[src/ppu_pkg.sv]
package ppu_pkg;

   //////////////////////////////////////////////////
   // Timing constants
   //////////////////////////////////////////////////

   // System clocks per LCD dot
   localparam int dot_clocks      = 8;
   localparam int dots_per_line   = 456;
   localparam int lines_per_frame = 154;
   // First V-Blank line
   localparam int visible_lines   = 144;
   // Mode 2 length in dots
   localparam int oam_dots        = 80;
   // Mode 3 length in dots
   localparam int xfer_dots       = 172;
   localparam int screen_width    = 160;

   // VRAM byte address, 8 KiB
   typedef logic [12:0] vram_addr_t;

   //////////////////////////////////////////////////
   // CPU address map
   //////////////////////////////////////////////////

   localparam logic [15:0] vram_base = 16'h8000;
   localparam logic [15:0] vram_end  = 16'hA000;
   localparam logic [15:0] lcdc_addr = 16'hFF40;
   localparam logic [15:0] stat_addr = 16'hFF41;
   localparam logic [15:0] scy_addr  = 16'hFF42;
   localparam logic [15:0] scx_addr  = 16'hFF43;
   localparam logic [15:0] ly_addr   = 16'hFF44;
   localparam logic [15:0] lyc_addr  = 16'hFF45;
   localparam logic [15:0] bgp_addr  = 16'hFF47;

   // Offsets inside VRAM
   localparam vram_addr_t map_lo_off       = 13'h1800;
   localparam vram_addr_t map_hi_off       = 13'h1C00;
   // Tile 0 in signed tile mode
   localparam vram_addr_t tiles_signed_off = 13'h1000;

   // Identity palette after reset
   localparam logic [7:0] bgp_init = 8'hE4;

   // STAT mode field encoding
   typedef enum logic [1:0] {
      hblank     = 2'd0,
      vblank     = 2'd1,
      oam_search = 2'd2,
      xfer       = 2'd3
   } ppu_mode_t;

   // LCDC flags, bit 7 down to bit 0
   typedef struct packed {
      logic display_on;
      logic window_map;
      logic window_on;
      logic tile_data_sel;
      logic bg_map_sel;
      logic obj_size;
      logic window_prio;
      logic bg_on;
   } lcdc_bits_t;

   // CPU sees a byte, the blocks see flags
   typedef union packed {
      logic [7:0] raw;
      lcdc_bits_t bits;
   } lcdc_u;

   // One-cycle CPU request
   typedef struct packed {
      logic        strobe;
      logic        write;
      logic [15:0] addr;
      logic [7:0]  wdata;
   } bus_req_t;

   // Pixel to the video converter
   typedef struct packed {
      logic       strobe;
      logic [7:0] line;
      logic [7:0] x;
      logic [1:0] shade;
   } pixel_t;

   // Render controls from the register block
   typedef struct packed {
      logic [7:0] scy;
      logic [7:0] scx;
      logic [7:0] bgp;
      lcdc_u      lcdc;
   } view_t;

endpackage

[src/ppu_mmio.sv]
`timescale 1ns/1ps

module ppu_mmio (
   input  logic                  I_CLOCK,
   input  logic                  I_RESET,
   input  ppu_pkg::bus_req_t     req,
   input  ppu_pkg::ppu_mode_t    mode,
   input  logic [7:0]            line,
   input  logic [7:0]            vram_rdata,
   output logic [7:0]            rdata,
   output ppu_pkg::vram_addr_t   vram_addr,
   output logic                  vram_we,
   output logic [7:0]            vram_wdata,
   output ppu_pkg::view_t        view,
   output logic [7:0]            lyc,
   output logic [3:0]            stat_sel
);

   logic       wr_strobe;
   logic       rd_strobe;
   logic       is_vram;
   logic       vram_rd_ok;
   logic       rd_vram;
   logic [7:0] rd_hold;
   logic [7:0] reg_rdata;

   // Access type and region
   assign wr_strobe = req.strobe && req.write;
   assign rd_strobe = req.strobe && !req.write;
   assign is_vram   = (req.addr >= ppu_pkg::vram_base) && (req.addr < ppu_pkg::vram_end);

   //////////////////////////////////////////////////
   // VRAM port A
   //////////////////////////////////////////////////

   // CPU owns port A, renderer uses port B
   assign vram_addr  = ppu_pkg::vram_addr_t'(req.addr - ppu_pkg::vram_base);
   assign vram_wdata = req.wdata;
   // Locked while the renderer fetches
   assign vram_we    = wr_strobe && is_vram && (mode != ppu_pkg::xfer);
   assign vram_rd_ok = rd_strobe && is_vram && (mode != ppu_pkg::xfer);

   //////////////////////////////////////////////////
   // Register writes
   //////////////////////////////////////////////////

   always_ff @(posedge I_CLOCK) begin
      if (I_RESET) begin
         view.lcdc.raw <= '0;
         view.scy      <= '0;
         view.scx      <= '0;
         view.bgp      <= ppu_pkg::bgp_init;
         lyc           <= '0;
         stat_sel      <= '0;
      end else if (wr_strobe) begin
         case (req.addr)
            ppu_pkg::lcdc_addr: view.lcdc.raw <= req.wdata;
            // Only the four interrupt selects are writable
            ppu_pkg::stat_addr: stat_sel <= req.wdata[6:3];
            ppu_pkg::scy_addr:  view.scy <= req.wdata;
            ppu_pkg::scx_addr:  view.scx <= req.wdata;
            ppu_pkg::lyc_addr:  lyc <= req.wdata;
            ppu_pkg::bgp_addr:  view.bgp <= req.wdata;
            // LY is read only
            default: ;
         endcase
      end
   end

   //////////////////////////////////////////////////
   // Read path
   //////////////////////////////////////////////////

   // Register and unmapped reads
   always_comb begin
      case (req.addr)
         ppu_pkg::lcdc_addr: reg_rdata = view.lcdc.raw;
         // Bit 7 reads 0, bit 2 is LY == LYC
         ppu_pkg::stat_addr: reg_rdata = {1'b0, stat_sel, line == lyc, mode};
         ppu_pkg::scy_addr:  reg_rdata = view.scy;
         ppu_pkg::scx_addr:  reg_rdata = view.scx;
         ppu_pkg::ly_addr:   reg_rdata = line;
         ppu_pkg::lyc_addr:  reg_rdata = lyc;
         ppu_pkg::bgp_addr:  reg_rdata = view.bgp;
         // Also covers locked VRAM
         default:            reg_rdata = 8'hFF;
      endcase
   end

   // Register data waits one cycle to line up with VRAM
   always_ff @(posedge I_CLOCK) begin
      if (I_RESET) begin
         rd_vram <= 1'b0;
         rd_hold <= 8'hFF;
      end else begin
         rd_vram <= vram_rd_ok;
         // Keep VRAM byte once the port moves on
         if (rd_vram) begin
            rd_hold <= vram_rdata;
         end
         // A new read overrides the capture
         if (rd_strobe) begin
            rd_hold <= reg_rdata;
         end
      end
   end

   // VRAM byte is live for one cycle, then held
   assign rdata = rd_vram ? vram_rdata : rd_hold;

endmodule

[config.mk]
export PLATFORM = sky130hd
export DESIGN_NAME = ppu_mmio
export DESIGN_NICKNAME = d
export VERILOG_FILES = /design/src/ppu_pkg.sv /design/src/ppu_mmio.sv
export SDC_FILE = /design/constraint.sdc
export NUM_CORES = 1
export LEC_CHECK = 0
export ABC_AREA = 1
export BUFFER_PORTS_ARGS = -buffer_cell sky130_fd_sc_hd__clkbuf_2
export CAP_MARGIN = 20
export CORE_ASPECT_RATIO = 0.5
export CORE_MARGIN = 1.5
export CORE_UTILIZATION = 40
export CTS_CLUSTER_DIAMETER = 120
export DETAILED_ROUTE_END_ITERATION = 16
export PLACE_DENSITY = 0.76
export SLEW_MARGIN = 10
export SYNTH_ARGS = -nofsm -noshare
export SYNTH_HDL_FRONTEND = slang
export SYNTH_SLANG_ARGS = --single-unit
[constraint.sdc]
create_clock -name I_CLOCK -period 1.4 [get_ports I_CLOCK]
set_clock_uncertainty 0.15 [all_clocks]
set_input_delay 0.28 -clock I_CLOCK [delete_from_list [all_inputs] [get_ports I_CLOCK]]
set_output_delay 0.28 -clock I_CLOCK [all_outputs]
set_load 0.02 [all_outputs]
## Word-level counts from Yosys, hierarchy flattened

Cells that the tools add are included.
Widths: inputs -> output; s select.

- Register bits after elaboration: 53
- Bits of input ports: 46

- Equal/unequal tests: 9
- Magnitude comparators: 2
- Multiplexer cells: 3
- Reduce and logical (&&, ||, !) cells: 14
- $add $sub $neg: 1

Operators by type and width:

| cell | count |
|---|---|
| $eq 16x16->1 const B | 7 |
| $pmux 8 s7 | 1 |
| $ge 16x16->1 const B | 1 |
| $lt 16x16->1 const B | 1 |
| $mux 8 | 2 |
| $sub 13x1->13 const B | 1 |
| $reduce_and 2->1 | 6 |
| $eq 8x8->1 | 1 |
| $logic_and 1x1->1 | 7 |
| $ne 2x2->1 const B | 1 |
| $logic_not 1->1 | 1 |

## Depth between registers and ports, before layout

- Depth after elaboration: 4
- Mapped depth: 12
- Gate-level depth less buffers: 11

## Worst setup path before layout

Ideal clock, no wire load.

- Path kind: in2reg
- From: input req[14] (netlist bit)
- To: register view[5] (netlist bit)
- Cell stages on the path: 10
- Setup slack: -0.112 ns
- Arrival time: 1.245 ns
- Path buffers: 1
- Data required time: 1.133 ns
- Path through: inv_1 -> nor2_4 -> nand2_8 -> nor2_4 -> nand2_4 -> inv_2 -> nand2_2 -> buf_6 -> o21ai_1 -> a21oi_1

- Word-level cells in the longest chain between the ends: 2

Ends and longest elaborated chain:

| what | RTL line | RTL |
|---|---|---|
| start: declaration | ppu_mmio.sv:6 | `input ppu_pkg::bus_req_t req,` |
| $eq 16x16->1 | ppu_mmio.sv:56 | `case (req.addr)` |
| $reduce_and 2->1 (no line) | - |  |
| end: declaration | ppu_mmio.sv:14 | `output ppu_pkg::view_t view,` |

Every way passes these cells.
A chain may end at the register's enable or synchronous reset.

## Worst setup path in the final report

- From: register rd_vram
- To: output rdata[4]

- Word-level cells in the longest chain between the ends: 1

Ends and longest elaborated chain:

| what | RTL line | RTL |
|---|---|---|
| start: declaration | ppu_mmio.sv:23 | `logic rd_vram;` |
| start signal: assignment | ppu_mmio.sv:96 | `rd_vram <= vram_rd_ok;` |
| $mux 8 | - |  |
| end: declaration | ppu_mmio.sv:10 | `output logic [7:0] rdata,` |

Every way passes these cells.

==> impl_metrics.json <==
{
  "status": "finished, violations left",
  "violations": "negative setup slack",
  "drt-pass1-iter-count": 6,
  "startpoint_type": "flip-flop",
  "synth_area_per_cell_um2": 6.721,
  "dp.cells": 694,
  "synth_compound_area_frac": 0.1123,
  "synth_seq_area_share": 0.3352,
  "path_max_fanout": 8,
  "cap_viol_max_count": 0,
  "finalSetupViolations": 22,
  "finalCritPeriodShare": 1.184,
  "routed_wl_um": 12070,
  "crit_start": "rd_vram",
  "worst-r2r-cell-count": 10,
  "die_h_um": 65.91,
  "netlist_area_mm2": 0.003166,
  "fp-row-count": 22,
  "postRouteAntennaNets": 0,
  "die_area_mm2": 0.008489,
  "synthAdderAreaFrac": 0,
  "slew_headroom": 0.8144,
  "fp.dieW_um": 128.8,
  "final_common_cell": "clkbuf_2",
  "initial_core_util": 0.4228,
  "fin_crit_ps": 1658,
  "fin_cells": 717,
  "synth_top_family_by_area": "simple AND/OR/NAND/NOR gates",
  "most-common-layout-cells": "clkbuf_2, nand2_1, nand3_1",
  "gp_congestion": 0.9412,
  "ys_warn_count": 0,
  "grt-ovfl-total": 0,
  "layout_setup_ws_ps": -257.7,
  "crit_slowest_cell": "dfxtp_2",
  "ys_types": 24,
  "synth_xor_area_frac": 0,
  "grt_max_degree": 31,
  "max_freq_mhz": 603.2,
  "vias": 3883,
  "grt_pass1_wl_um": 16460,
  "syn2layout_area_growth_pct": 56.05,
  "min_from": "vram_rdata[3]",
  "io_buffers": 119,
  "drive_gt1_frac": 0.4926,
  "grt_usage": 0.2516,
  "wl_per_cell_um": 16.84,
  "fp.coreArea_mm2": 0.007487,
  "syn_nets": 517,
  "synthCells": 471,
  "antenna_found_initial": 0,
  "layout.nets": 655,
  "r2r_end": "rd_hold[2]",
  "post_synth_mux_area_share": 0.02846,
  "drc_errors": 0,
  "cts.sinks": 53,
  "rsz0062_at_grt": "true",
  "cp.required_ps": 970,
  "path_cells": "buf_12 > mux2_4 > buf_8",
  "initialDrtViolationCount": 439,
  "hold_viol_final": 0,
  "hold_class": "primary input to flip-flop",
  "htree_levels": 2,
  "worst_pin_slew_ps": 278.3,
  "cts_tree": "built",
  "dp_hpwl_um": 7554,
  "ioPinCount": 120,
  "crit_path_end": "rdata[4]",
  "end_kind": "output port",
  "r2r_start": "lyc[7]",
  "cts.clk_slew.worst_paths_ps": 70,
  "fin_total_pwr_w": 0.003502,
  "critPathMaxStageDelay_ps": 340,
  "cts_made_buffers": 5,
  "ir_worst_vdd_uv": 558.5,
  "worstSetupPathType": "flip-flop to output port",
  "arrival_ps": 1230,
  "synth_simple_gate_area_frac": 0.3917,
  "power_leakage_nw": 2.429,
  "slew_viol_final": 0,
  "ys_ff_latch": 53,
  "grt_pass1_vias": 3266,
  "viasPerCell": 5.416,
  "clock_path_buffers": 2,
  "root_buffer": "clkbuf_16",
  "reg2reg_slack_ps": -40,
  "clock_latency_ps": 290,
  "powerDensity_mw_per_mm2": 708.9,
  "antenna_cells": 0,
  "postCtsHoldBufs": 0
}
[routing by layer]
layer | GRT usage | share of wire | up-vias | wire length [um]
li1 | - | - | 1789 | -
met3 | 0.04693 | 0.10 | 54 | 1236
met1 | 0.3314 | 0.41 | 1772 | 4894
met2 | 0.4111 | 0.46 | 268 | 5497
met4 | 0.09831 | 0.037 | 0 | 444
met5 | 0 | 0 | - | 0
[timing repair]
action	4_1_cts	5_1_grt
endpoints found under the setup margin	42	55
resized for setup	63	99
pin swaps	20	40
gates cloned	0	3
buffers inserted	11	5
[per-stage QoR]
| stage | setup WS [ps] | setup TNS [ps] | hold WS (ps) | utilization | cell area [um^2] |
|---|---|---|---|---|---|
| after detailed placement | -368.3 | -16120 | 306.0 | 0.5411 | 4051 |
| after global routing | -280.3 | -4479 | 203.2 | 0.6598 | 4940 |
| after CTS | -260.9 | -2031 | 129.2 | 0.6095 | 4563 |
| after global placement | -325.8 | -14910 | 303.7 | 0.5411 | 4051 |
| after floorplan | -105.7 | -2305 | 225.5 | - | 3239 |
| final | -257.7 | -2719 | 198.3 | 0.6598 | 4940 |
[cells in the mapped netlist (all sizes together)]
| master | count | share of area |
|---|---|---|
| a21oi | 45 | 0.071 |
| nand3b | 1 | 0.0024 |
| nor2 | 55 | 0.11 |
| buf | 29 | 0.068 |
| mux2 | 8 | 0.028 |
| o21ai | 26 | 0.041 |
| nor3 | 1 | 0.0016 |
| inv | 46 | 0.055 |
| clkbuf | 7 | 0.0083 |
| clkinv | 1 | 0.0012 |
| dfxtp | 53 | 0.34 |
| nand3 | 75 | 0.12 |
| nand2 | 124 | 0.16 |
[cell families after synthesis]
logic type,Yosys count
buffers and inverters,83
multiplexers,8
AO/OA/AOI/OAI,71
AND/OR/NAND/NOR,256
flip-flops,53
[state kept, by name (all words and copies together), names as in the netlist]
register,cells
lyc,8
rd_hold,8
view,32
stat_sel,4
rd_vram,1
[worst min-delay path by stage]
stage | depth (start not counted) | slack, ps | to
floorplan | 2 | 230 | rd_hold[0]
global placement | 2 | 300 | view[24]
detailed placement | 2 | 310 | view[28]
CTS | 4 | 130 | rd_vram
global route | 3 | 200 | view[15]
finish | 4 | 200 | rd_hold[3]
[power breakdown]
group	total, W	switching [W]	internal, W
clock network	0.00142	0.000580	0.000842
registers	0.00152	0.00000467	0.00152
logic	0.000556	0.000322	0.000234
total	0.00350	0.000907	0.00260
[worst max-delay path, delay by kind of cell, from the launching register on]
family,cells,cell delay (ps)
mux,1,330
flops,1,340
buf+inv,2,260
[layout make-up]
cell class,instances,area [um^2]
clock buffers,5,125.1
repair buffers,166,1272
well taps,108,135.1
inverters,47,198.9
flip-flops and latches,53,1067
multi-input cells,336,2102
clock inverters,2,38.79
fillers,590,2547
Note: power is estimated with default switching activity, not from simulation.
