## src/ppu_pkg.sv

```systemverilog
package ppu_pkg;

   //////////////////////////////////////////////////
   // Timing constants
   //////////////////////////////////////////////////

   // System clocks per LCD dot
   localparam int dot_clocks      = 8;
   localparam int dots_per_line   = 456;
   localparam int lines_per_frame = 154;
   // First V-Blank line
   localparam int visible_lines   = 144;
   // Mode 2 length in dots
   localparam int oam_dots        = 80;
   // Mode 3 length in dots
   localparam int xfer_dots       = 172;
   localparam int screen_width    = 160;

   // VRAM byte address, 8 KiB
   typedef logic [12:0] vram_addr_t;

   //////////////////////////////////////////////////
   // CPU address map
   //////////////////////////////////////////////////

   localparam logic [15:0] vram_base = 16'h8000;
   localparam logic [15:0] vram_end  = 16'hA000;
   localparam logic [15:0] lcdc_addr = 16'hFF40;
   localparam logic [15:0] stat_addr = 16'hFF41;
   localparam logic [15:0] scy_addr  = 16'hFF42;
   localparam logic [15:0] scx_addr  = 16'hFF43;
   localparam logic [15:0] ly_addr   = 16'hFF44;
   localparam logic [15:0] lyc_addr  = 16'hFF45;
   localparam logic [15:0] bgp_addr  = 16'hFF47;

   // Offsets inside VRAM
   localparam vram_addr_t map_lo_off       = 13'h1800;
   localparam vram_addr_t map_hi_off       = 13'h1C00;
   // Tile 0 in signed tile mode
   localparam vram_addr_t tiles_signed_off = 13'h1000;

   // Identity palette after reset
   localparam logic [7:0] bgp_init = 8'hE4;

   // STAT mode field encoding
   typedef enum logic [1:0] {
      hblank     = 2'd0,
      vblank     = 2'd1,
      oam_search = 2'd2,
      xfer       = 2'd3
   } ppu_mode_t;

   // LCDC flags, bit 7 down to bit 0
   typedef struct packed {
      logic display_on;
      logic window_map;
      logic window_on;
      logic tile_data_sel;
      logic bg_map_sel;
      logic obj_size;
      logic window_prio;
      logic bg_on;
   } lcdc_bits_t;

   // CPU sees a byte, the blocks see flags
   typedef union packed {
      logic [7:0] raw;
      lcdc_bits_t bits;
   } lcdc_u;

   // One-cycle CPU request
   typedef struct packed {
      logic        strobe;
      logic        write;
      logic [15:0] addr;
      logic [7:0]  wdata;
   } bus_req_t;

   // Pixel to the video converter
   typedef struct packed {
      logic       strobe;
      logic [7:0] line;
      logic [7:0] x;
      logic [1:0] shade;
   } pixel_t;

   // Render controls from the register block
   typedef struct packed {
      logic [7:0] scy;
      logic [7:0] scx;
      logic [7:0] bgp;
      lcdc_u      lcdc;
   } view_t;

endpackage

```

## src/ppu_timing.sv

```systemverilog
`timescale 1ns/1ps

module ppu_timing (
   input  logic               I_CLOCK,
   input  logic               I_RESET,
   input  logic               display_on,
   input  logic [7:0]         lyc,
   input  logic [3:0]         stat_sel,
   input  logic               ack_vblank,
   input  logic               ack_stat,
   output logic [7:0]         line,
   output ppu_pkg::ppu_mode_t mode,
   output logic               irq_vblank,
   output logic               irq_stat
);

   localparam int div_w = $clog2(ppu_pkg::dot_clocks);

   logic [div_w-1:0]   div;
   logic [8:0]         dot;
   logic               tick;
   logic               mode_enter;
   logic               vblank_event;
   logic               stat_event;
   ppu_pkg::ppu_mode_t prev_mode;

   //////////////////////////////////////////////////
   // Dot and line counters
   //////////////////////////////////////////////////

   // One dot every dot_clocks clocks
   assign tick = (div == div_w'(ppu_pkg::dot_clocks - 1));

   always_ff @(posedge I_CLOCK) begin
      // Display off parks everything at dot 0 of line 0
      if (I_RESET || !display_on) begin
         div  <= '0;
         dot  <= '0;
         line <= '0;
      end else if (tick) begin
         div <= '0;
         if (dot == 9'(ppu_pkg::dots_per_line - 1)) begin
            dot <= '0;
            // Frame wrap after the last V-Blank line
            if (line == 8'(ppu_pkg::lines_per_frame - 1)) begin
               line <= '0;
            end else begin
               line <= line + 8'd1;
            end
         end else begin
            dot <= dot + 9'd1;
         end
      end else begin
         div <= div + 1'b1;
      end
   end

   // Mode straight from the counters
   always_comb begin
      if (!display_on) begin
         mode = ppu_pkg::hblank;
      end else if (line >= 8'(ppu_pkg::visible_lines)) begin
         mode = ppu_pkg::vblank;
      end else if (dot < 9'(ppu_pkg::oam_dots)) begin
         mode = ppu_pkg::oam_search;
      end else if (dot < 9'(ppu_pkg::oam_dots + ppu_pkg::xfer_dots)) begin
         mode = ppu_pkg::xfer;
      end else begin
         mode = ppu_pkg::hblank;
      end
   end

   //////////////////////////////////////////////////
   // Interrupts
   //////////////////////////////////////////////////

   assign mode_enter   = display_on && (mode != prev_mode);
   // Mode turns to vblank in the same cycle line hits 144
   assign vblank_event = mode_enter && (mode == ppu_pkg::vblank);

   // stat_sel is STAT bits 6 to 3
   assign stat_event = (mode_enter && (mode == ppu_pkg::hblank) && stat_sel[0]) ||
                       (mode_enter && (mode == ppu_pkg::vblank) && stat_sel[1]) ||
                       (mode_enter && (mode == ppu_pkg::oam_search) && stat_sel[2]) ||
                       (display_on && (dot == '0) && (line == lyc) && stat_sel[3]);

   always_ff @(posedge I_CLOCK) begin
      if (I_RESET) begin
         prev_mode  <= ppu_pkg::hblank;
         irq_vblank <= 1'b0;
         irq_stat   <= 1'b0;
      end else begin
         prev_mode <= mode;
         // Set beats acknowledge
         if (vblank_event) begin
            irq_vblank <= 1'b1;
         end else if (ack_vblank) begin
            irq_vblank <= 1'b0;
         end
         if (stat_event) begin
            irq_stat <= 1'b1;
         end else if (ack_stat) begin
            irq_stat <= 1'b0;
         end
      end
   end

endmodule

```

## config.mk

```make
export PLATFORM = sky130hd
export DESIGN_NAME = ppu_timing
export DESIGN_NICKNAME = d
export VERILOG_FILES = /design/src/ppu_pkg.sv /design/src/ppu_timing.sv
export SDC_FILE = /design/constraint.sdc
export NUM_CORES = 1
export LEC_CHECK = 0
export ABC_CLOCK_PERIOD_IN_PS = 2250
export BUFFER_PORTS_ARGS = -buffer_cell sky130_fd_sc_hd__buf_2
export CAP_MARGIN = 20
export CORE_UTILIZATION = 52
export DETAILED_ROUTE_END_ITERATION = 10
export MAX_ROUTING_LAYER = met4
export PLACE_DENSITY = 0.77
export SYNTH_ARGS = -nofsm -noshare
export SYNTH_HDL_FRONTEND = slang
export SYNTH_SLANG_ARGS = --single-unit
```

## constraint.sdc

```tcl
create_clock -name I_CLOCK -period 2.25 [get_ports I_CLOCK]
set_input_delay 0.225 -clock I_CLOCK [delete_from_list [all_inputs] [get_ports I_CLOCK]]
set_output_delay 0.225 -clock I_CLOCK [all_outputs]
set_load 0.1 [all_outputs]
```

# Word level (Yosys, flattened, before mapping)

Index checks and enable logic that the tools add are counted.

Output and inout port bits: 12
Logic and storage cells: 50
Flip-flop bits (word level): 24
Input bits: 17

Add/subtract/negate cells: 3
Reduce and logical (&&, ||, !) cells: 21
Equal/unequal tests: 7
Muxes and demuxes: 10
Magnitude comparators: 3

Operator list:

| operator              | count |
|---|---|
| $logic_and A1 B1 Y1   | 10 |
| $add A9 B1 Y9 const B | 1 |
| $eq A9 B9 Y1 const B  | 1 |
| $logic_not A9 Y1      | 1 |
| $lt A9 B7 Y1 const B  | 1 |
| $lt A9 B8 Y1 const B  | 1 |
| $mux W9               | 1 |
| $add A8 B1 Y8 const B | 1 |
| $eq A8 B8 Y1          | 1 |
| $eq A8 B8 Y1 const B  | 1 |
| $ge A8 B8 Y1 const B  | 1 |
| $mux W2               | 4 |
| $mux W8               | 1 |
| $logic_or A1 B1 Y1    | 4 |
| $mux W1               | 4 |
| $reduce_bool A2 Y1    | 2 |
| $add A3 B1 Y3 const B | 1 |
| $eq A3 B3 Y1 const B  | 1 |
| $eq A2 B1 Y1 const B  | 1 |
| $eq A2 B2 Y1 const B  | 1 |
| $logic_not A2 Y1      | 1 |
| $ne A2 B2 Y1          | 1 |
| $reduce_and A2 Y1     | 1 |
| $reduce_or A2 Y1      | 1 |
| $logic_not A1 Y1      | 1 |

# Longest topological paths before layout

Depth after elaboration: 13
Gate-level depth with buffers: 8
Gate-level depth less buffers: 7

# Worst setup path before layout

No wires, ideal clock.

Path type: reg2out
Start point: reg line[6]
End point: out mode[0]
Data required time: 2.025 ns
Buffers on the path: 0
Stages on the path, launching flop included: 4
Data arrival time: 2.782 ns
Path slack: -0.757 ns
Cells stage by stage: dfxtp_1 -> o31a_1 -> a21oi_1 -> nor2b_1

Longest elaborated chain between the ends: 3

Ends and longest elaborated chain:

| item                   | RTL line         | text |
|---|---|---|
| from (decl)            | ppu_timing.sv:11 | `output logic [7:0] line,` |
| from (signal assigned) | ppu_timing.sv:48 | `line <= line + 8'd1;` |
| $ge A8 B8 Y1           | ppu_timing.sv:62 | `end else if (line >= 8'(ppu_pkg::visible_lines)) begin` |
| $mux W2                | ppu_timing.sv:62 |  |
| $mux W2                | ppu_timing.sv:60 | `if (!display_on) begin` |
| to (decl)              | ppu_timing.sv:12 | `output ppu_pkg::ppu_mode_t mode,` |

Every way passes these cells.

# Worst setup path in the final report

Start point: reg dot[4]
End point: out mode[0]

Longest elaborated chain between the ends: 5
Elaborated cells on any way between the ends: 6
Those cells by class: order compare: 2; mux: 4

Ends and longest elaborated chain:

| item                   | RTL line         | text |
|---|---|---|
| from (decl)            | ppu_timing.sv:20 | `logic [8:0] dot;` |
| from (signal assigned) | ppu_timing.sv:51 | `dot <= dot + 9'd1;` |
| $lt A9 B8 Y1           | ppu_timing.sv:66 | `end else if (dot < 9'(ppu_pkg::oam_dots + ppu_pkg::xfer_dots)) begin` |
| $mux W2                | ppu_timing.sv:66 |  |
| $mux W2 (*)            | ppu_timing.sv:64 | `end else if (dot < 9'(ppu_pkg::oam_dots)) begin` |
| $mux W2 (*)            | ppu_timing.sv:62 |  |
| $mux W2 (*)            | ppu_timing.sv:60 |  |

Every way passes the cells marked *; elsewhere a longest branch is shown, timed or not.

==> reports/results.ini <==
[status]
outcome = complete, no violations

[min_path]
hp-class = input port to register

[clocking]
hold_buffers = 0
post-cts-setup-buffer-count = 0
clk_path_buf_depth = 2
clk_latency_ns = 0.31
cts-buffers-inserted = 3
tritoncts = done
cts-root-buf = clkbuf_4
cts_sinks = 24
clk_pin_slew_ns = 0.13
cts_resized = 0
cts.htree.levels = 1

[die]
rows = 17
num_io_pins = 29
die_height_um = 51.7
dieArea_sq_mm = 0.00267
core_sq_mm = 0.00228
start_util_pct = 56.4
die-width_um = 51.7

[global_route]
grt_pass1_wl_um = 3920
grt_pass1_vias = 944
grt.total_usage_pct = 20.2
grt_overflow_total = 0
antenna_found_initial = 0
grt_max_degree = 14

[layout]
areaGrowthSynthToFinish_pct = 16.7
instances_no_fill = 204
n_antenna_cell = 0
fillCellCount = 195
layout_commonest_cell = buf_2
layout_common_cells = 27 x buf_2, 24 x dfxtp_1, 23 x nor2_1, 12 x xnor2_1, 11 x xor2_1
layout-drive-gt1-share_pct = 23.3
final_net_count = 201

[logic_synthesis]
syn-cell-area_sq_mm = 0.00128
syn-num-nets = 170
async_flop_share_pct = 0
synth_top_family_by_area = simple AND/OR/NAND/NOR gates
synth.yosys.seq_area_share_pct = 37.4
synth-simple-area-share_pct = 30.0
avgSynthCellArea_sq_um = 8.79
synthXorXnorAreaFrac_pct = 15.7
yosys_warnings = 0
synthDistinctLibCells = 32
synth_compound_area_share_pct = 6.53
synthMuxAreaShare_pct = 0.780
synthAdderAreaFrac_pct = 6.82
synth_seq_cells = 24
syn-instance-count = 146
synth-edff-count = 0
synthFlopType = dfxtp_1

[placement]
hpwl_um = 1800
place_congestion = 0.799
port_buffers = 28
pre_cts_ws_ns = 0.493
placed_cells = 200

[setup_path]
r2r_cells = 6
setup.worst_path.end = mode[0]
rr_endpoint = dot[6]
crit_required_ns = 2.03
cp.depth = 5
cp-start-kind = register
startpoint = dot[4]
worstPathArrival_ns = 1.83
critical_path.top_delay_family = simple AND/OR/NAND/NOR gates
rrSetupSlack_ns = 0.48
rr_startpoint = div[0]
cp_max_fo = 5
cp_slowest_cell = dfxtp_1
cpPeakStageDelay_ns = 0.43
worstSetupEndpointType = primary output
crit_buf_inv = 1
critical_path_class = register to primary output
path_cells = nand3_1, or2_2, a21oi_1, nor2b_2, clkbuf_4

[sta]
period_needed_ns = 2.06
finalHoldViolations = 0
slew_violations = 0
setup_viol = 0
slew_headroom_pct = 64.7
setup_ws_ns = 0.195
rsz0062_at_grt = false
fmax_mhz = 487
skew_ns = 0.00333
min_period_over_period_pct = 91.3
worstMarginPinSlew_ns = 0.524

[drt]
via_per_inst = 5.25
vias = 1070
avgRoutedWirePerCell_um = 11.8
drtAntennaViolNets = 0
dr.first_iter.drc_count = 23
drc = 0
routed_wl_um = 2400
firstDrtPassIters = 4

[power_and_ir_drop]
power.density_mw_per_mm2 = 480
vdd_ir_drop_max_mv = 0.509
p_leak_uw = 0.000587

[job]
cap_violations = 0

worst reg2reg max path, stage by stage, from the launching register on:
cell,delay (ns)
dfxtp_1,0.36
ha_1,0.15
ha_1,0.17
nand3_1,0.23
or3_4,0.47
nand2b_1,0.21
nor2_1,0.09
cells in the mapped netlist (all sizes together) (2+ instances only):
master / count / area, sq um
o21ai: 3 / 15.0
nand2: 7 / 26.3
a21oi: 7 / 35.0
nor4: 4 / 40.0
inv: 6 / 22.5
nand2b: 4 / 25.0
nor3: 4 / 36.3
ha: 7 / 87.6
nor2: 24 / 90.1
nor2b: 2 / 12.5
nor3b: 3 / 22.5
nand4: 6 / 37.5
xor2: 11 / 96.3
or3: 2 / 22.5
xnor2: 12 / 105
dfxtp: 24 / 480
clkbuf: 2 / 7.51
nand3: 7 / 35.0
sequential cells by signal, indices dropped and copies added, names as in the netlist:
register,count
div,3
dot,9
irq_stat,1
irq_vblank,1
line,8
prev_mode,2
cell families after synthesis:
kind of cell,after synthesis
and+or+nand+nor,68
DFF,24
xor gates and xnor gates,23
AOI/OAI and AO/OA,14
buffers and inverters,9
adders and majority gates,7
muxes,1
how the worst min path moves through the flow:
stage | slack, ns | depth (start not counted) | start | end
CTS | 0.09 | 2 | I_RESET | irq_vblank
global route | 0.09 | 2 | I_RESET | irq_vblank
detailed placement | 0.43 | 1 | div[0] | div[0]
finish | 0.09 | 2 | I_RESET | irq_vblank
floorplan | 0.30 | 1 | I_RESET | irq_vblank
global placement | 0.41 | 1 | div[0] | div[0]
routing by layer:
metal	vias up	GRT usage (%)	routed length, um
met4	0	4.95	8
li1	556	-	-
met5	-	-	0
met1	482	25.2	1170
met3	2	3.51	110
met2	30	33.8	1120
through the flow:
| stage | hold WS (ns) | cell area [sq um] | util, % | total power, uW | TNS [ns] |
|---|---|---|---|---|---|
| 3_3_place_gp | 0.412 | 1460 | 64.1 | 498 | 0 |
| 5_1_grt | 0.0912 | 1500 | 65.8 | 748 | 0 |
| 3_5_place_dp | 0.431 | 1460 | 64.1 | 499 | 0 |
| 4_1_cts | 0.0899 | 1500 | 65.7 | 726 | 0 |
| 2_1_floorplan | 0.297 | 1290 | - | 477 | -0.254 |
| 6_report | 0.0945 | 1500 | 65.8 | 718 | 0 |
layout make-up:
class                           instances  area, sq um  area share [%]
Clock buffer                            4         36.3            2.42
Inverter                                6         22.5            1.50
Multi-Input combinational cell        113          773            51.6
Sequential cell                        24          480            32.1
Tap cell                               28         35.0            2.34
Timing Repair Buffer                   29          150            10.0
power breakdown:
group | leakage, uW | internal [uW] | total (uW) | switching, uW
combinational | 0.000373 | 23.7 | 59.4 | 35.7
sequential | 0.000194 | 429 | 430 | 1.70
clock | 0.0000210 | 98.9 | 229 | 130
(Power assumes the default switching activity.)
