[src/ppu_pkg.sv]
package ppu_pkg;

   //////////////////////////////////////////////////
   // Timing constants
   //////////////////////////////////////////////////

   // System clocks per LCD dot
   localparam int dot_clocks      = 8;
   localparam int dots_per_line   = 456;
   localparam int lines_per_frame = 154;
   // First V-Blank line
   localparam int visible_lines   = 144;
   // Mode 2 length in dots
   localparam int oam_dots        = 80;
   // Mode 3 length in dots
   localparam int xfer_dots       = 172;
   localparam int screen_width    = 160;

   // VRAM byte address, 8 KiB
   typedef logic [12:0] vram_addr_t;

   //////////////////////////////////////////////////
   // CPU address map
   //////////////////////////////////////////////////

   localparam logic [15:0] vram_base = 16'h8000;
   localparam logic [15:0] vram_end  = 16'hA000;
   localparam logic [15:0] lcdc_addr = 16'hFF40;
   localparam logic [15:0] stat_addr = 16'hFF41;
   localparam logic [15:0] scy_addr  = 16'hFF42;
   localparam logic [15:0] scx_addr  = 16'hFF43;
   localparam logic [15:0] ly_addr   = 16'hFF44;
   localparam logic [15:0] lyc_addr  = 16'hFF45;
   localparam logic [15:0] bgp_addr  = 16'hFF47;

   // Offsets inside VRAM
   localparam vram_addr_t map_lo_off       = 13'h1800;
   localparam vram_addr_t map_hi_off       = 13'h1C00;
   // Tile 0 in signed tile mode
   localparam vram_addr_t tiles_signed_off = 13'h1000;

   // Identity palette after reset
   localparam logic [7:0] bgp_init = 8'hE4;

   // STAT mode field encoding
   typedef enum logic [1:0] {
      hblank     = 2'd0,
      vblank     = 2'd1,
      oam_search = 2'd2,
      xfer       = 2'd3
   } ppu_mode_t;

   // LCDC flags, bit 7 down to bit 0
   typedef struct packed {
      logic display_on;
      logic window_map;
      logic window_on;
      logic tile_data_sel;
      logic bg_map_sel;
      logic obj_size;
      logic window_prio;
      logic bg_on;
   } lcdc_bits_t;

   // CPU sees a byte, the blocks see flags
   typedef union packed {
      logic [7:0] raw;
      lcdc_bits_t bits;
   } lcdc_u;

   // One-cycle CPU request
   typedef struct packed {
      logic        strobe;
      logic        write;
      logic [15:0] addr;
      logic [7:0]  wdata;
   } bus_req_t;

   // Pixel to the video converter
   typedef struct packed {
      logic       strobe;
      logic [7:0] line;
      logic [7:0] x;
      logic [1:0] shade;
   } pixel_t;

   // Render controls from the register block
   typedef struct packed {
      logic [7:0] scy;
      logic [7:0] scx;
      logic [7:0] bgp;
      lcdc_u      lcdc;
   } view_t;

endpackage

[src/ppu_bg_render.sv]
`timescale 1ns/1ps

module ppu_bg_render (
   input  logic                I_CLOCK,
   input  logic                I_RESET,
   input  ppu_pkg::ppu_mode_t  mode,
   input  logic [7:0]          line,
   input  ppu_pkg::view_t      view,
   output ppu_pkg::vram_addr_t vram_addr,
   input  logic [7:0]          vram_rdata,
   output ppu_pkg::pixel_t     pixel
);

   // One tile fetch, then pixels until the tile edge
   typedef enum logic [2:0] {
      st_idle,
      st_map,
      st_map_wait,
      st_lo_addr,
      st_hi_addr,
      st_lo_data,
      st_hi_data,
      st_pixel
   } state_t;

   state_t              state;
   ppu_pkg::ppu_mode_t  prev_mode;
   logic                start;
   logic [7:0]          bg_y;
   logic [7:0]          x;
   logic [7:0]          bg_x;
   logic [2:0]          fine;
   logic [7:0]          lo_q;
   logic [7:0]          hi_q;
   logic [1:0]          color_idx;
   logic [1:0]          shade;
   ppu_pkg::vram_addr_t map_addr;
   ppu_pkg::vram_addr_t tile_addr;

   //////////////////////////////////////////////////
   // Address and pixel math
   //////////////////////////////////////////////////

   // Start on mode 3 entry of a visible line
   assign start = (mode == ppu_pkg::xfer) && (prev_mode != ppu_pkg::xfer) &&
                  (line < 8'(ppu_pkg::visible_lines));

   // Background x wraps at 256
   assign bg_x = view.scx + x;
   assign fine = bg_x[2:0];

   // 32x32 map, row then column
   assign map_addr = (view.lcdc.bits.bg_map_sel ? ppu_pkg::map_hi_off : ppu_pkg::map_lo_off) +
                     {3'b000, bg_y[7:3], bg_x[7:3]};

   // Tile id arrives on vram_rdata, 16 bytes per tile, 2 per row
   always_comb begin
      if (view.lcdc.bits.tile_data_sel) begin
         tile_addr = {1'b0, vram_rdata, bg_y[2:0], 1'b0};
      end else begin
         // Signed id around the middle of tile data
         tile_addr = ppu_pkg::tiles_signed_off + {vram_rdata[7], vram_rdata, bg_y[2:0], 1'b0};
      end
   end

   // Leftmost pixel is bit 7, high plane is the upper bit
   assign color_idx = view.lcdc.bits.bg_on ? {hi_q[3'd7 - fine], lo_q[3'd7 - fine]} : 2'b00;
   assign shade     = view.bgp[{color_idx, 1'b0} +: 2];

   //////////////////////////////////////////////////
   // Fetch FSM
   //////////////////////////////////////////////////

   always_ff @(posedge I_CLOCK) begin
      if (I_RESET) begin
         state        <= st_idle;
         prev_mode    <= ppu_pkg::hblank;
         vram_addr    <= '0;
         pixel.strobe <= 1'b0;
      end else begin
         prev_mode    <= mode;
         pixel.strobe <= 1'b0;
         case (state)
            st_idle: begin
               if (start) begin
                  bg_y  <= view.scy + line;
                  x     <= '0;
                  state <= st_map;
               end
            end
            // Map entry for the current tile column
            st_map: begin
               vram_addr <= map_addr;
               state     <= st_map_wait;
            end
            st_map_wait: begin
               state <= st_lo_addr;
            end
            // Tile id is on the read port now
            st_lo_addr: begin
               vram_addr <= tile_addr;
               state     <= st_hi_addr;
            end
            // High plane follows the low plane
            st_hi_addr: begin
               vram_addr <= {vram_addr[12:1], 1'b1};
               state     <= st_lo_data;
            end
            st_lo_data: begin
               lo_q  <= vram_rdata;
               state <= st_hi_data;
            end
            st_hi_data: begin
               hi_q  <= vram_rdata;
               state <= st_pixel;
            end
            // One strobe per cycle
            st_pixel: begin
               pixel.strobe <= 1'b1;
               pixel.line   <= line;
               pixel.x      <= x;
               pixel.shade  <= shade;
               x            <= x + 8'd1;
               if (x == 8'(ppu_pkg::screen_width - 1)) begin
                  state <= st_idle;
               end else if (fine == 3'd7) begin
                  // Next pixel lies in a new tile
                  state <= st_map;
               end
            end
            default: begin
               state <= st_idle;
            end
         endcase
      end
   end

endmodule

[config.mk]
export PLATFORM = sky130hd
export DESIGN_NAME = ppu_bg_render
export DESIGN_NICKNAME = d
export VERILOG_FILES = /design/src/ppu_pkg.sv /design/src/ppu_bg_render.sv
export SDC_FILE = /design/constraint.sdc
export NUM_CORES = 1
export LEC_CHECK = 0
export BUFFER_PORTS_ARGS = -buffer_cell sky130_fd_sc_hd__buf_2
export CORE_AREA = 2 2 97 108
export CTS_CLUSTER_SIZE = 20
export DETAILED_ROUTE_END_ITERATION = 12
export DIE_AREA = 0 0 99 110
export SLEW_MARGIN = 10
export SYNTH_ARGS = -nofsm -noshare
export SYNTH_HDL_FRONTEND = slang
export SYNTH_SLANG_ARGS = --single-unit
[constraint.sdc]
create_clock -name I_CLOCK -period 2.35 [get_ports I_CLOCK]
set_input_delay 0.47 -clock I_CLOCK [delete_from_list [all_inputs] [get_ports I_CLOCK]]
set_output_delay 0.47 -clock I_CLOCK [all_outputs]
set_load 0.005 [all_outputs]
After elaboration in Yosys (flattened, before gate mapping)

Index checks and enable logic that the tools add are counted.

Flip-flop bits (word level): 69
Input bits: 52
Logic and storage cells: 64

Add/subtract/negate cells: 6
Order comparisons: 2
Equality and inequality tests: 13
Shifts and indexed selects: 1
Muxes and demuxes: 15
Bitwise gates (word level): 2
Reductions and logical operators: 13

Operators by type and width:

| kind                                               | count |
|---|---|
| case mux 13 bit (3 select lines)                   | 1 |
| case mux 3 bit (8 select lines)                    | 1 |
| 2-to-1 mux 19 bit                                  | 1 |
| adder 8 bit                                        | 2 |
| case mux 8 bit (2 select lines)                    | 1 |
| == test 3 bit, second input constant               | 5 |
| adder 12 x 11 -> 13 bit                            | 1 |
| adder 13 bit, first input constant                 | 1 |
| 2-to-1 mux 13 bit                                  | 1 |
| 2-to-1 mux 11 bit                                  | 1 |
| AND reduction 2 bit                                | 5 |
| 2-to-1 mux 3 bit                                   | 3 |
| adder 8 x 1 -> 8 bit, second input constant        | 1 |
| == test 8 bit, second input constant               | 1 |
| < comparator 8 bit, second input constant          | 1 |
| 2-to-1 mux 8 bit                                   | 1 |
| indexed part select 8 x 4 -> 2 bit                 | 1 |
| binary-select mux 1 bit (select 3 bit)             | 2 |
| == test 3 x 2 -> 1 bit, second input constant      | 2 |
| AND reduction 3 bit                                | 2 |
| < comparator 3 x 4 -> 1 bit, second input constant | 1 |
| != test 2 bit, second input constant               | 2 |
| nonzero test 2 bit                                 | 2 |
| == test 3 x 1 -> 1 bit, second input constant      | 1 |
| other kinds (9)                                    | 12 |

Logic depth before layout (Yosys ltp)

Depth in word-level cells: 7
Gate-level depth with buffers: 7

Worst setup path after synthesis

No wires, ideal clock.

Path type: input-to-reg
Start: in view[16] (netlist bit)
End: reg pixel[1] (netlist bit), data pin
Setup time: 0.272 ns
Arrival: 2.220 ns
Setup slack: -0.142 ns
Stages: 7
Buffers on the path: 0
Cells stage by stage: ha_1 -> fa_1 -> mux4_1 -> nand2_1 -> nand2_1 -> nand2_1 -> mux4_2

Word-level cells in the longest chain between the ends: 6
Elaborated cells between the ends (all ways): 8
Classes of those cells: add/sub (2); shift (1); mux (5)

Ends and longest elaborated chain:

| element                                | RTL line            | source |
|---|---|---|
| start: declaration                     | ppu_bg_render.sv:8  | `input ppu_pkg::view_t view,` |
| adder 8 bit *                          | ppu_bg_render.sv:49 | `assign bg_x = view.scx + x;` |
| subtractor 3 bit *                     | ppu_bg_render.sv:67 | `assign color_idx = view.lcdc.bits.bg_on ? {hi_q[3'd7 - fine], lo_q[3'd7 - fine]} : 2'b00;` |
| binary-select mux 1 bit (select 3 bit) | ppu_bg_render.sv:67 |  |
| 2-to-1 mux 1 bit (not written as such) | ppu_bg_render.sv:67 |  |
| 2-to-1 mux 2 bit *                     | ppu_bg_render.sv:67 |  |
| indexed part select 8 x 4 -> 2 bit *   | ppu_bg_render.sv:68 | `assign shade = view.bgp[{color_idx, 1'b0} +: 2];` |
| via shade[1]                           | ppu_bg_render.sv:36 | `logic [1:0] shade;` |
| end: declaration                       | ppu_bg_render.sv:11 | `output ppu_pkg::pixel_t pixel` |

Mark *: on every way through the listed nets, which the timed path passes. The rest lies on a longest branch. The select of a mux whose other input is x is not followed.
A chain may end at the register's enable or synchronous reset.

Final worst setup path

Start: reg x[0]
End: reg pixel[1] (netlist bit), data pin

Word-level cells in the longest chain between the ends: 6
Elaborated cells between the ends (all ways): 8
Classes of those cells: add/sub (2); shift (1); mux (5)

Ends and longest elaborated chain:

| element                                | RTL line             | source |
|---|---|---|
| start: declaration                     | ppu_bg_render.sv:30  | `logic [7:0] x;` |
| start signal: assignment               | ppu_bg_render.sv:123 | `x <= x + 8'd1;` |
| adder 8 bit *                          | ppu_bg_render.sv:49  |  |
| subtractor 3 bit *                     | ppu_bg_render.sv:67  |  |
| binary-select mux 1 bit (select 3 bit) | ppu_bg_render.sv:67  |  |
| 2-to-1 mux 1 bit (not written as such) | ppu_bg_render.sv:67  |  |
| 2-to-1 mux 2 bit *                     | ppu_bg_render.sv:67  |  |
| indexed part select 8 x 4 -> 2 bit *   | ppu_bg_render.sv:68  |  |
| via shade[1]                           | ppu_bg_render.sv:36  |  |

Marked as above.

==> results.yml <==
global_routing:
  globalRouteOverflowTotal: 0
  track_usage: 0.137
  grt_max_degree: 27
  grt_pass1_wl_mm: 11.4
  grt_pass1_vias: 2446
  antenna_found_initial: 0
placement:
  hpwl_mm: 5.52
  globalplace.congestion: 0.769
  port-buffer-count: 78
  place.detailed.instances: 493
pwr:
  ir_worst_vdd_uv: 333
  p_leak_nw: 1.76
  power.density_nw_per_um2: 849
min_path:
  holdCritStartpoint: "line[2]"
  worstHoldEndpoint: "pixel[12]$_DFFE_PP_"
  hold_path_class: "input port to register"
  hold_depth: 1
timing:
  period_minus_slack_ns: 2.55
  finalWorstSetupSlack_ns: -0.201
  fmax_mhz: 392
  fin_skew_ns: 0.0111
  post-route-period-util: 1.09
  hold_viol_final: 0
  whs_ns: 0.324
  setup_viol: 2
  worst_pin_slew_ns: 0.595
  rsz0062_at_grt: "yes"
  relSlewSlack: 0.603
  slew_viol_final: 0
status:
  status: "finished with violations"
  violations: "setup timing"
critical_path:
  rr_endpoint: "pixel[1]$_DFFE_PP_"
  crit_required_ns: 2.43
  worstSetupPathType: "register to register"
  cp_max_fo: 5
  start_kind: "register"
  rrSetupSlack_ns: -0.20
  r2r-start: "x[0]$_SDFFCE_PN0P_"
  r2r_cells: 7
  arrival_ns: 2.63
  endpoint_kind: "register"
synth:
  syn_nets: 359
  synth_top_area_frac: 0.446
  synth_area_leaders: "edfxtp_1 45%, dfxtp_1 11%, ha_1 7.1%, nor2_1 4.9%, a21oi_1 2.5%"
  synth_area_sq_um: 3360
  ys_async_sr_fraction: 0
  avgSynthCellArea_sq_um: 11.8
  synth_flop_cell: "edfxtp_1"
  syn_inst: 286
  synth_edf_count: 50
  ys_warn_count: 0
  synth_seq_cells: 69
  seq_area_frac_synth: 0.560
  ys_types: 47
  yosys.area.top_type: "edfxtp_1"
cells_and_area:
  regArea_sq_um: 1880
  fill_cells: 938
  instances_no_fill: 511
  drive_gt1_frac: 0.327
  syn2layout_area_growth_pct: 26.0
  antenna_cells: 0
  multiInputGateArea_sq_um: 1460
  layout.nets: 459
floorplan:
  die-area_sq_um: 10900
  initial_core_util: 0.345
  die_w_um: 99
  die_y_um: 110
  coreArea_sq_um: 9750
  rows: 38
  pin_count: 84
route:
  ant_nets: 0
  routed_wl_mm: 7.35
  first_pass_iters: 5
  wl_per_cell_um: 14.4
  vias_per_cell: 4.97
  drc_errors: 0
  vias: 2540
  initialDrtViolationCount: 76
clock_network:
  clk_pin_slew_worst_paths_ns: 0.07
  clockBufferDepth: 2
  root_buffer: "clkbuf_8"
  cts_buffers: 9
  cts_num_sinks: 69
  cts_tree: "built"
  clk-insertion-delay-late_ns: 0.34
  cts.htree.levels: 3
job:
  max-cap-violations: 0
## power breakdown
part / total [mW] / leakage (nW) / switching, mW / internal (mW)
Sequential: 1.55 / 0.610 / 0.0900 / 1.46
Combinational: 1.14 / 1.06 / 0.598 / 0.544
Clock: 0.904 / 0.0888 / 0.426 / 0.478
Total: 3.60 / 1.76 / 1.11 / 2.48
## logic make-up after synthesis
| family | synth area share |
|---|---|
| buffers and inverters | 0.0205 |
| adder cells (fa/ha/maj) | 0.0826 |
| AND/OR/NAND/NOR | 0.142 |
| flip-flops | 0.560 |
| multiplexers | 0.0432 |
| XOR/XNOR | 0.0469 |
| AO/OA/AOI/OAI | 0.106 |
## layout by cell type, fill, tap and decap left out, drive strengths merged, types with 4 or more instances in the layout
master / count
nand2b: 4
nor3: 12
xor2: 9
ha: 19
edfxtp: 50
buf: 96
nand2: 11
dfxtp: 19
o21ai: 6
clkinv: 4
nand3: 8
nor2: 44
mux4: 5
clkbuf: 10
o21bai: 4
and3: 4
a21o: 7
a21oi: 17
nor2b: 7
inv: 11
xnor2: 9
## per-stage QoR
step / setup WS [ns] / total power [mW] / cell area [sq um] / TNS (ns) / utilization
2_1_floorplan: -0.142 / 2.25 / 3360 / -0.146 / -
3_3_place_gp: -0.334 / 2.63 / 4000 / -0.747 / 0.410
5_1_grt: -0.295 / 3.83 / 4240 / -0.542 / 0.435
6_report: -0.201 / 3.60 / 4240 / -0.347 / 0.435
3_5_place_dp: -0.389 / 2.66 / 4000 / -0.951 / 0.410
4_1_cts: -0.181 / 3.59 / 4190 / -0.251 / 0.430
## flip-flops by register name, indices dropped and copies added, names as in the netlist
register / count
lo_q: 8
hi_q: 8
prev_mode: 2
bg_y: 8
x: 8
vram_addr: 13
state: 3
pixel: 19
## per-layer routing
layer | part of all wire | vias to the layer above | global-route usage
li1 | - | 1260 | -
met1 | 0.43 | 1199 | 0.158
met2 | 0.48 | 68 | 0.233
met3 | 0.056 | 13 | 0.0366
met4 | 0.028 | 0 | 0.0773
met5 | 0 | - | 0
## worst max-delay path by stage
stage / from / endpoint / slack [ns] / cells after the start
finish: x[0]$_SDFFCE_PN0P_ / pixel[1]$_DFFE_PP_ / -0.20 / 7
global route: x[0]$_SDFFCE_PN0P_ / pixel[1]$_DFFE_PP_ / -0.29 / 7
global placement: view[16] / pixel[1]$_DFFE_PP_ / -0.33 / 8
CTS: x[0]$_SDFFCE_PN0P_ / pixel[1]$_DFFE_PP_ / -0.18 / 7
detailed placement: view[16] / pixel[1]$_DFFE_PP_ / -0.39 / 8
floorplan: view[16] / pixel[1]$_DFFE_PP_ / -0.14 / 7
## final cells by class
cell class              count  area share
flip-flops and latches     69       0.444
clock buffers              10      0.0301
multi-input cells         199       0.344
clock inverters             6      0.0127
repair buffers             96       0.124
well taps                 120      0.0354
inverters                  11     0.00975
## repair_timing
action                                  in CTS  in global routing
pin swaps                                    0                 11
gates resized for setup                      2                 15
endpoints found under the setup margin       2                  3
hold buffers                                 0                  0
setup buffers                                1                  1
## synth_stat cells, types with 2 or more instances
master / n
a211oi_1: 3
a21o_1: 6
a21oi_1: 17
a221oi_1: 2
a22oi_1: 3
and3_1: 3
and3b_1: 2
clkbuf_1: 6
dfxtp_1: 19
edfxtp_1: 50
fa_1: 2
ha_1: 19
inv_1: 11
mux4_1: 3
mux4_2: 2
nand2_1: 11
nand2b_1: 4
nand3_1: 8
nor2_1: 44
nor2b_1: 7
nor3_1: 12
o21ai_0: 6
o21bai_1: 4
or3_1: 3
xnor2_1: 9
xor2_1: 9
## critical path: stages, from the launching register on
cell	delay, ns
edfxtp_1	0.43
ha_4	0.20
fa_2	0.63
mux4_2	0.35
nand2_2	0.09
nand2_2	0.05
nand2_2	0.06
mux4_2	0.48
(Power assumes the default switching activity.)
